$ cat src/hdl/post_norm_pkg.sv
package post_norm_pkg;

	// ------------------------------------------------------------------
	// Field widths
	// ------------------------------------------------------------------
	localparam int EXP_W   = 8;
	localparam int FRACT_W = 23;
	localparam int WIDE_W  = 48;
	localparam int INT_W   = 32;

	localparam int EXP_BIAS = 127;
	localparam int EXP_INF  = 255;
	// Biased exponent of an integer with its top bit set
	localparam int I2F_EXP_BASE = EXP_BIAS + INT_W - 1;

	// Operation select
	localparam logic OP_ADD_SUB = 1'b0;
	localparam logic OP_I2F     = 1'b1;

	// Rounding modes
	localparam logic [1:0] RM_NEAREST = 2'd0;
	localparam logic [1:0] RM_ZERO    = 2'd1;
	localparam logic [1:0] RM_UP      = 2'd2;
	localparam logic [1:0] RM_DOWN    = 2'd3;

	// Add/subtract view, binary point after fract bit 46, bit 47 is the carry
	typedef struct packed {
		logic [EXP_W-1:0]  exp;
		logic [WIDE_W-1:0] fract;
	} asub_view_t;

	// Integer view, magnitude in the low bits
	typedef struct packed {
		logic [EXP_W+WIDE_W-INT_W-1:0] pad;
		logic [INT_W-1:0]              mag;
	} conv_view_t;

	typedef union packed {
		asub_view_t asub;
		conv_view_t conv;
	} norm_word_u;

endpackage

$ cat src/hdl/norm_shifter.sv
`timescale 1ns/10ps

module norm_shifter (
	input  logic                              clk,
	input  logic                              reset,
	input  logic                              in_valid,
	input  logic                              op,
	input  logic                              sign,
	input  logic [1:0]                        rmode,
	input  post_norm_pkg::norm_word_u          operand,
	output logic                              s1_valid,
	output logic                              s1_sign,
	output logic [1:0]                        s1_rmode,
	output logic [post_norm_pkg::EXP_W-1:0]   s1_exp,
	output logic [post_norm_pkg::FRACT_W:0]   s1_fract,
	output logic                              s1_round_bit,
	output logic                              s1_sticky
);
	import post_norm_pkg::*;

	localparam int LZ_W  = $clog2(WIDE_W + 1);
	// Bit position of the round bit after normalisation
	localparam int RND_POS = WIDE_W - FRACT_W - 2;

	logic [WIDE_W-1:0] wide;
	logic [9:0]        tgt_exp;
	logic [LZ_W-1:0]   lz;
	logic [LZ_W-1:0]   shift_amt;
	logic [WIDE_W-1:0] shifted;
	logic              mag_zero;
	logic              normal;
	logic [EXP_W-1:0]  exp_next;

	// ------------------------------------------------------------------
	// Leading zero count and target exponent
	// ------------------------------------------------------------------
	always_comb
	begin
		wide    = operand.asub.fract;
		tgt_exp = '0;
		case (op)
			OP_I2F:
			begin
				// Integer goes to the top of the wide field
				wide = {operand.conv.mag, {(WIDE_W - INT_W){1'b0}}};
			end
			OP_ADD_SUB:
			begin
				wide = operand.asub.fract;
			end
		endcase

		lz = LZ_W'(WIDE_W);
		for (int i = 0; i < WIDE_W; i++)
		begin
			if (wide[i])
				lz = LZ_W'(WIDE_W - 1 - i);
		end

		if (op == OP_I2F)
			tgt_exp = 10'(I2F_EXP_BASE) - {{(10 - LZ_W){1'b0}}, lz};
		else
			tgt_exp = {2'b00, operand.asub.exp} + 10'd1 - {{(10 - LZ_W){1'b0}}, lz};
	end

	assign mag_zero = ~|wide;
	// Negative or zero target means the result stays denormal
	assign normal   = !tgt_exp[9] && (tgt_exp != 10'd0);

	// ------------------------------------------------------------------
	// Normalising shift
	// ------------------------------------------------------------------
	always_comb
	begin
		if (mag_zero)
			shift_amt = '0;
		else if (normal)
			shift_amt = lz;
		else
			// Stop the shift where the exponent reaches the denormal range
			shift_amt = LZ_W'(operand.asub.exp);

		shifted = wide << shift_amt;

		if (mag_zero || !normal)
			exp_next = '0;
		else if (tgt_exp[8])
			exp_next = EXP_W'(EXP_INF);
		else
			exp_next = tgt_exp[EXP_W-1:0];
	end

	// ------------------------------------------------------------------
	// Stage 1 register
	// ------------------------------------------------------------------
	always_ff @(posedge clk)
	begin
		if (reset)
			s1_valid <= 1'b0;
		else
			s1_valid <= in_valid;
	end

	always_ff @(posedge clk)
	begin
		s1_sign      <= sign;
		s1_rmode     <= rmode;
		s1_exp       <= exp_next;
		s1_fract     <= shifted[WIDE_W-1 -: FRACT_W + 1];
		s1_round_bit <= shifted[RND_POS];
		s1_sticky    <= |shifted[RND_POS-1:0];
	end

	// A normal exponent always carries the hidden bit
	assert property (@(posedge clk) disable iff (reset)
		s1_valid && (s1_exp != '0) |-> s1_fract[FRACT_W]);

endmodule

$ cat src/hdl/round_unit.sv
`timescale 1ns/10ps

module round_unit (
	input  logic                              s1_sign,
	input  logic [1:0]                        s1_rmode,
	input  logic [post_norm_pkg::EXP_W-1:0]   s1_exp,
	input  logic [post_norm_pkg::FRACT_W:0]   s1_fract,
	input  logic                              s1_round_bit,
	input  logic                              s1_sticky,
	output logic [post_norm_pkg::EXP_W:0]     rnd_exp,
	output logic [post_norm_pkg::FRACT_W-1:0] rnd_fract
);
	import post_norm_pkg::*;

	logic             round_up;
	logic [FRACT_W+1:0] sum;
	logic             exp_inc;

	// Round-up decision per mode
	always_comb
	begin
		case (s1_rmode)
			RM_NEAREST: round_up = s1_round_bit & (s1_sticky | s1_fract[0]);
			RM_ZERO:    round_up = 1'b0;
			RM_UP:      round_up = (s1_round_bit | s1_sticky) & !s1_sign;
			RM_DOWN:    round_up = (s1_round_bit | s1_sticky) & s1_sign;
			default:    round_up = 1'b0;
		endcase
	end

	assign sum = {1'b0, s1_fract} + {{(FRACT_W + 1){1'b0}}, round_up};

	// Carry out of the significand, or a denormal gaining its hidden bit
	assign exp_inc = sum[FRACT_W+1] | ((s1_exp == '0) & sum[FRACT_W]);

	assign rnd_exp   = {1'b0, s1_exp} + {{EXP_W{1'b0}}, exp_inc};
	// On carry the stored fraction is zero either way
	assign rnd_fract = sum[FRACT_W-1:0];

endmodule

$ cat src/hdl/exception_unit.sv
`timescale 1ns/10ps

module exception_unit (
	input  logic                            s1_sign,
	input  logic [1:0]                      s1_rmode,
	input  logic [post_norm_pkg::EXP_W-1:0] s1_exp,
	input  logic                            s1_round_bit,
	input  logic                            s1_sticky,
	output logic                            pre_inexact,
	output logic                            pre_underflow,
	output logic                            ovf_to_inf
);
	import post_norm_pkg::*;

	assign pre_inexact = s1_round_bit | s1_sticky;

	// Tininess detected before rounding
	assign pre_underflow = (s1_exp == '0) & pre_inexact;

	// ------------------------------------------------------------------
	// Overflow target, infinity or the largest finite number
	// ------------------------------------------------------------------
	always_comb
	begin
		case (s1_rmode)
			RM_NEAREST: ovf_to_inf = 1'b1;
			RM_ZERO:    ovf_to_inf = 1'b0;
			RM_UP:      ovf_to_inf = !s1_sign;
			RM_DOWN:    ovf_to_inf = s1_sign;
			default:    ovf_to_inf = 1'b1;
		endcase
	end

endmodule

$ cat src/hdl/result_pack.sv
`timescale 1ns/10ps

module result_pack (
	input  logic                              clk,
	input  logic                              reset,
	input  logic                              s1_valid,
	input  logic                              s1_sign,
	input  logic [post_norm_pkg::EXP_W:0]     rnd_exp,
	input  logic [post_norm_pkg::FRACT_W-1:0] rnd_fract,
	input  logic                              pre_inexact,
	input  logic                              pre_underflow,
	input  logic                              ovf_to_inf,
	output logic                              s2_valid,
	output logic [31:0]                       s2_word,
	output logic                              s2_inexact,
	output logic                              s2_overflow,
	output logic                              s2_underflow
);
	import post_norm_pkg::*;

	logic        ovf;
	logic [31:0] word_next;

	assign ovf = (rnd_exp >= (EXP_W + 1)'(EXP_INF));

	// Final word selection
	always_comb
	begin
		if (!ovf)
			word_next = {s1_sign, rnd_exp[EXP_W-1:0], rnd_fract};
		else if (ovf_to_inf)
			word_next = {s1_sign, EXP_W'(EXP_INF), {FRACT_W{1'b0}}};
		else
			word_next = {s1_sign, EXP_W'(EXP_INF - 1), {FRACT_W{1'b1}}};
	end

	// ------------------------------------------------------------------
	// Stage 2 register
	// ------------------------------------------------------------------
	always_ff @(posedge clk)
	begin
		if (reset)
			s2_valid <= 1'b0;
		else
			s2_valid <= s1_valid;
	end

	always_ff @(posedge clk)
	begin
		s2_word      <= word_next;
		s2_inexact   <= pre_inexact | ovf;
		s2_overflow  <= ovf;
		s2_underflow <= pre_underflow;
	end

endmodule

$ cat src/hdl/result_queue.sv
`timescale 1ns/10ps

module result_queue #(
	parameter int QUEUE_DEPTH = 4
) (
	input  logic        clk,
	input  logic        reset,
	input  logic        s2_valid,
	input  logic [31:0] s2_word,
	input  logic        s2_inexact,
	input  logic        s2_overflow,
	input  logic        s2_underflow,
	input  logic        out_credit,
	output logic        in_credit,
	output logic        out_valid,
	output logic [31:0] out_word,
	output logic        inexact,
	output logic        overflow,
	output logic        underflow
);

	localparam int PTR_W    = $clog2(QUEUE_DEPTH);
	localparam int CNT_W    = $clog2(QUEUE_DEPTH + 1);
	// Room for up to 255 outstanding grants from the receiver
	localparam int CREDIT_W = 8;
	localparam int ENTRY_W  = 35;

	logic [ENTRY_W-1:0]  mem [QUEUE_DEPTH];
	logic [PTR_W-1:0]    wr_ptr;
	logic [PTR_W-1:0]    rd_ptr;
	logic [CNT_W-1:0]    count;
	logic [CREDIT_W-1:0] credit_cnt;
	logic                pop;

	// Pop whenever an entry and a credit are both present
	assign pop       = (count != '0) && (credit_cnt != '0);
	assign out_valid = pop;
	assign in_credit = pop;

	assign {out_word, inexact, overflow, underflow} = mem[rd_ptr];

	always_ff @(posedge clk)
	begin
		if (s2_valid)
			mem[wr_ptr] <= {s2_word, s2_inexact, s2_overflow, s2_underflow};
	end

	// ------------------------------------------------------------------
	// Pointers, fill level and output credits
	// ------------------------------------------------------------------
	always_ff @(posedge clk)
	begin
		if (reset)
		begin
			wr_ptr     <= '0;
			rd_ptr     <= '0;
			count      <= '0;
			credit_cnt <= '0;
		end
		else
		begin
			if (s2_valid)
				wr_ptr <= (wr_ptr == PTR_W'(QUEUE_DEPTH - 1)) ? '0 : wr_ptr + 1'b1;
			if (pop)
				rd_ptr <= (rd_ptr == PTR_W'(QUEUE_DEPTH - 1)) ? '0 : rd_ptr + 1'b1;

			case ({s2_valid, pop})
				2'b10:   count <= count + 1'b1;
				2'b01:   count <= count - 1'b1;
				default: count <= count;
			endcase

			case ({out_credit, pop})
				2'b10:   credit_cnt <= credit_cnt + 1'b1;
				2'b01:   credit_cnt <= credit_cnt - 1'b1;
				default: credit_cnt <= credit_cnt;
			endcase
		end
	end

	// Input credits keep the pipeline from overrunning a full queue
	assert property (@(posedge clk) disable iff (reset)
		s2_valid |-> (count != CNT_W'(QUEUE_DEPTH)));

	// Receiver never grants past the counter range
	assert property (@(posedge clk) disable iff (reset)
		out_credit && !pop |-> (credit_cnt != {CREDIT_W{1'b1}}));

endmodule

$ cat src/hdl/post_norm_top.sv
`timescale 1ns/10ps

module post_norm_top #(
	parameter int QUEUE_DEPTH = 4
) (
	input  logic                     clk,
	input  logic                     reset,
	input  logic                     in_valid,
	input  logic                     op,
	input  logic                     sign,
	input  logic [1:0]               rmode,
	input  post_norm_pkg::norm_word_u operand,
	input  logic                     out_credit,
	output logic                     in_credit,
	output logic                     out_valid,
	output logic [31:0]              out_word,
	output logic                     inexact,
	output logic                     overflow,
	output logic                     underflow
);
	import post_norm_pkg::*;

	// Stage 1, normalised value
	logic               s1_valid;
	logic               s1_sign;
	logic [1:0]         s1_rmode;
	logic [EXP_W-1:0]   s1_exp;
	logic [FRACT_W:0]   s1_fract;
	logic               s1_round_bit;
	logic               s1_sticky;

	// Parallel rounding and exception results
	logic [EXP_W:0]     rnd_exp;
	logic [FRACT_W-1:0] rnd_fract;
	logic               pre_inexact;
	logic               pre_underflow;
	logic               ovf_to_inf;

	// Stage 2, packed result
	logic               s2_valid;
	logic [31:0]        s2_word;
	logic               s2_inexact;
	logic               s2_overflow;
	logic               s2_underflow;

	norm_shifter norm_shifter_i (
		.clk          (clk),
		.reset        (reset),
		.in_valid     (in_valid),
		.op           (op),
		.sign         (sign),
		.rmode        (rmode),
		.operand      (operand),
		.s1_valid     (s1_valid),
		.s1_sign      (s1_sign),
		.s1_rmode     (s1_rmode),
		.s1_exp       (s1_exp),
		.s1_fract     (s1_fract),
		.s1_round_bit (s1_round_bit),
		.s1_sticky    (s1_sticky)
	);

	round_unit round_unit_i (
		.s1_sign      (s1_sign),
		.s1_rmode     (s1_rmode),
		.s1_exp       (s1_exp),
		.s1_fract     (s1_fract),
		.s1_round_bit (s1_round_bit),
		.s1_sticky    (s1_sticky),
		.rnd_exp      (rnd_exp),
		.rnd_fract    (rnd_fract)
	);

	exception_unit exception_unit_i (
		.s1_sign       (s1_sign),
		.s1_rmode      (s1_rmode),
		.s1_exp        (s1_exp),
		.s1_round_bit  (s1_round_bit),
		.s1_sticky     (s1_sticky),
		.pre_inexact   (pre_inexact),
		.pre_underflow (pre_underflow),
		.ovf_to_inf    (ovf_to_inf)
	);

	result_pack result_pack_i (
		.clk           (clk),
		.reset         (reset),
		.s1_valid      (s1_valid),
		.s1_sign       (s1_sign),
		.rnd_exp       (rnd_exp),
		.rnd_fract     (rnd_fract),
		.pre_inexact   (pre_inexact),
		.pre_underflow (pre_underflow),
		.ovf_to_inf    (ovf_to_inf),
		.s2_valid      (s2_valid),
		.s2_word       (s2_word),
		.s2_inexact    (s2_inexact),
		.s2_overflow   (s2_overflow),
		.s2_underflow  (s2_underflow)
	);

	result_queue #(
		.QUEUE_DEPTH (QUEUE_DEPTH)
	) result_queue_i (
		.clk          (clk),
		.reset        (reset),
		.s2_valid     (s2_valid),
		.s2_word      (s2_word),
		.s2_inexact   (s2_inexact),
		.s2_overflow  (s2_overflow),
		.s2_underflow (s2_underflow),
		.out_credit   (out_credit),
		.in_credit    (in_credit),
		.out_valid    (out_valid),
		.out_word     (out_word),
		.inexact      (inexact),
		.overflow     (overflow),
		.underflow    (underflow)
	);

endmodule

$ cat config.mk
export PLATFORM = sky130hd
export DESIGN_NAME = post_norm_top
export DESIGN_NICKNAME = d
export VERILOG_FILES = /design/src/hdl/post_norm_pkg.sv /design/src/hdl/norm_shifter.sv /design/src/hdl/round_unit.sv /design/src/hdl/exception_unit.sv /design/src/hdl/result_pack.sv /design/src/hdl/result_queue.sv /design/src/hdl/post_norm_top.sv
export SDC_FILE = /design/constraint.sdc
export NUM_CORES = 1
export LEC_CHECK = 0
export BUFFER_PORTS_ARGS = -buffer_cell sky130_fd_sc_hd__buf_2
export CELL_PAD_IN_SITES_DETAIL_PLACEMENT = 0
export CELL_PAD_IN_SITES_GLOBAL_PLACEMENT = 1
export CORE_ASPECT_RATIO = 0.6
export CORE_UTILIZATION = 49
export DETAILED_ROUTE_END_ITERATION = 6
export HOLD_SLACK_MARGIN = 0.15
export PLACE_DENSITY = 0.82
export SLEW_MARGIN = 25
export SYNTH_ARGS = -nofsm -noshare
export SYNTH_HDL_FRONTEND = slang
export SYNTH_SLANG_ARGS = --single-unit
$ cat constraint.sdc
create_clock -name clk -period 10.75 [get_ports clk]
set_input_delay 2.15 -clock clk [delete_from_list [all_inputs] [get_ports clk]]
set_output_delay 2.15 -clock clk [all_outputs]
set_load 0.02 [all_outputs]
==> results.txt <==
Inserted Clock Buffers -> 19
Initial antenna violation count -> 0
Htree depth -> 1
Yosys top cell by area -> edfxtp_1
Hold-fix buffers at CTS -> 0
Maximum single-stage delay on the critical path -> 0.65 ns
Post-synth EDFFs -> 140
Worst Max-Slew Pin Slew -> 1.15 ns
RSZ-0062 raised after global routing -> no
Setup Buffers After CTS -> 0
Top cell type's share of synthesized area -> 28.7%
Die area -> 30600 um^2
Layout area overhead -> 9.42%
YS warnings -> 0
Clock root cell -> clkbuf_16
Arrival @ worst endpoint -> 10.23 ns
Layout cells sized above 1 -> 18.0%
CP endpoint -> norm_shifter_i.s1_sticky$_DFF_P_
Worst setup EP type -> flip-flop
Worst min-delay path class -> flip-flop to flip-flop
Largest net degree at the start of global routing -> 72
Leakage -> 5.79 nW
Synthesized netlist cell count -> 1447
DRT Pass-1 Iters -> 7
PortBufs -> 100
Setup TNS -> 0 ns
Detailed Route WL -> 45000 um
DP Wirelength -> 33300 um
Num Clock Sinks -> 231
Fill cell count -> 2615
Min cycle time layout -> 9.86 ns
Resized cells post-CTS -> 0
CTS tree -> done
Worst r2r dst -> result_pack_i.s2_word[16]$_DFF_P_
Die Y -> 136 um
Max rail drop VDD -> 0.147 mV
Pins Over Slew Limit -> 0
Worst-case clock buffer depth -> 3
Routability Congestion -> 1.02
Post-synth ARST share -> 0%
Global route total overflow -> 0
Sequential-to-total area share from yosys stat -> 41.2%
MaxCap Viol Count -> 0
Critical path's slowest cell -> a21boi_0
Top_reg_cell synth -> edfxtp_1
Number of synthesized register bits -> 231
Number of global-route vias before repair -> 11.6k
Failing checks -> DRC
Post-synthesis cell type count -> 100
First-pass GRT wire length -> 69300 um
Critical Path Fanout Max -> 71
Final net count -> 1589
Initial Util -> 50.3%
Mapped Nets -> 1539
R2R Path Start -> norm_shifter_i.s1_round_bit$_SDFF_PP0_
R2r worst-path depth -> 24
Syn_area_per_cell -> 10.1 um^2
WHS -> 0.388 ns
Cell mode on critical path -> buf_4
DRC viols -> 8
Critical Path RT -> 11.13 ns
Vias after detailed routing -> 12.2k
Core area -> 29100 um^2
Status -> finished with violations
R2R Setup Slk -> 5.43 ns
Ant diodes -> 0
Final Hold Fails -> 0
Worst-path clk slew -> 0.08 ns
Critical path launch point type -> input port
Maximum clock frequency -> 101 MHz
FP Rows -> 48
Synth area leaders -> edfxtp_1 29%, dfxtp_1 12%, mux4_2 6.9%, mux2i_1 6.2%, nor2_1 3.0%
Critical Path Source -> op
GR Util All Layers -> 29.6%
Clock Latency Late Sink -> 0.49 ns
Period utilization -> 91.7%
Power density over cell area -> 164 nW/um^2
Max_slew headroom -> 21.7%
Post-route ant nets -> 0
DR WL/cell -> 23.6 um
Post-Syn Area -> 14600 um^2
Worst clock skew -> 0.0206 ns
Die X -> 225 um
Crit Path Class -> input port to flip-flop
I/O pin count -> 101
Final setup fails -> 0
Vias per std cell -> 6.38
Initial DRC count -> 1289
[how the worst min path moves through the flow]
| stage | slack, ns | depth (start not counted) | to | startpoint |
|---|---|---|---|---|
| 6_report | 0.39 | 0 | result_pack_i.s2_word[31]$_DFF_P_ | norm_shifter_i.s1_sign$_DFF_P_ |
| 5_1_grt | 0.40 | 0 | result_pack_i.s2_word[31]$_DFF_P_ | norm_shifter_i.s1_sign$_DFF_P_ |
| 4_1_cts | 0.39 | 0 | result_pack_i.s2_word[31]$_DFF_P_ | norm_shifter_i.s1_sign$_DFF_P_ |
| 3_5_place_dp | 0.37 | 0 | result_pack_i.s2_word[31]$_DFF_P_ | norm_shifter_i.s1_sign$_DFF_P_ |
| 3_3_place_gp | 0.37 | 0 | result_pack_i.s2_word[31]$_DFF_P_ | norm_shifter_i.s1_sign$_DFF_P_ |
| 2_1_floorplan | 0.35 | 0 | result_pack_i.s2_word[31]$_DFF_P_ | norm_shifter_i.s1_sign$_DFF_P_ |
[routing by layer]
layer | vias to the layer above | global-route usage (%) | part of all wire, %
met5 | - | 0 | 0
met4 | 0 | 4.27 | 0.94
met3 | 36 | 10.1 | 11
met2 | 498 | 39.8 | 40
met1 | 5972 | 45.8 | 49
li1 | 5665 | - | -
[synthesized netlist by cell type (all sizes together), types with 18 or more instances]
cell type and n:
o21ai 83, clkbuf 58, nand2 112, inv 36, mux2i 90, a211oi 28, edfxtp 140, ha 25
a21oi 75, o31ai 18, xor2 24, nor4 21, mux4 45, nor3 44, xnor2 21, dfxtp 91
nor2 120, o22ai 19, buf 42, nand3 65, mux2 25
[stage by stage]
stage / utilization [%] / power, mW / cells / setup slack, ns / instance area (um^2)
2_1_floorplan: - / 1.69 / 1447 / 2.47 / 14600
3_3_place_gp: 52.9 / 1.91 / 1876 / 0.779 / 15400
3_5_place_dp: 52.9 / 1.92 / 1876 / 0.748 / 15400
4_1_cts: 55.1 / 2.63 / 1909 / 1.22 / 16000
5_1_grt: 55.1 / 2.75 / 1909 / 0.281 / 16000
6_report: 55.1 / 2.63 / 1909 / 0.893 / 16000
[layout by cell type, fill, tap and decap left out, types with 35 or more instances in the layout]
| cell | n |
|---|---|
| a21oi_1 | 72 |
| dfxtp_1 | 90 |
| nand3_1 | 64 |
| nor3_1 | 43 |
| edfxtp_1 | 140 |
| mux2i_1 | 90 |
| o21ai_0 | 75 |
| nor2_1 | 117 |
| mux4_2 | 45 |
| inv_1 | 35 |
| nand2_1 | 112 |
| buf_2 | 99 |
[cell families after synthesis]
logic type	after synthesis	share of synthesized area (%)
compound gates	379	18.4
xor+xnor	45	2.69
fa+ha+maj	28	2.55
buf+inv	136	4.23
flops	231	41.2
mux	160	15.0
simple gates	468	16.0
[worst max-delay path, delay by kind of cell]
kind / cells / cell delay [ns]
AND/OR/NAND/NOR: 4 / 0.91
adder cells (fa/ha/maj): 2 / 0.72
buffers and inverters: 4 / 1.45
multiplexers: 1 / 0.32
AO/OA/AOI/OAI: 14 / 4.64
[power breakdown]
| part | switching, mW | internal (mW) |
|---|---|---|
| sequential | 0.0784 | 1.05 |
| clock | 0.307 | 0.404 |
| combinational | 0.475 | 0.314 |
[registers in the layout, indices dropped and copies added (netlist names), 2 cells and up, named ones only]
register	cells
result_queue_i.credit_cnt	8
norm_shifter_i.s1_exp	8
result_queue_i.rd_ptr	2
result_queue_i.count	3
result_queue_i.wr_ptr	2
result_queue_i.mem	140
result_pack_i.s2_word	32
norm_shifter_i.s1_rmode	2
norm_shifter_i.s1_fract	24
[cell type report]
class                      instances  area (um^2)  share of cell area (%)
clock inverter                     7         83.8                   0.524
tap                              400          500                    3.13
clock buffer                      26          544                    3.40
inverter                          36          135                   0.844
timing repair buffer             129          721                    4.50
sequential                       231         6030                    37.6
multi-input combinational       1080         8000                    50.0
Note: power is estimated with default switching activity, not from simulation.
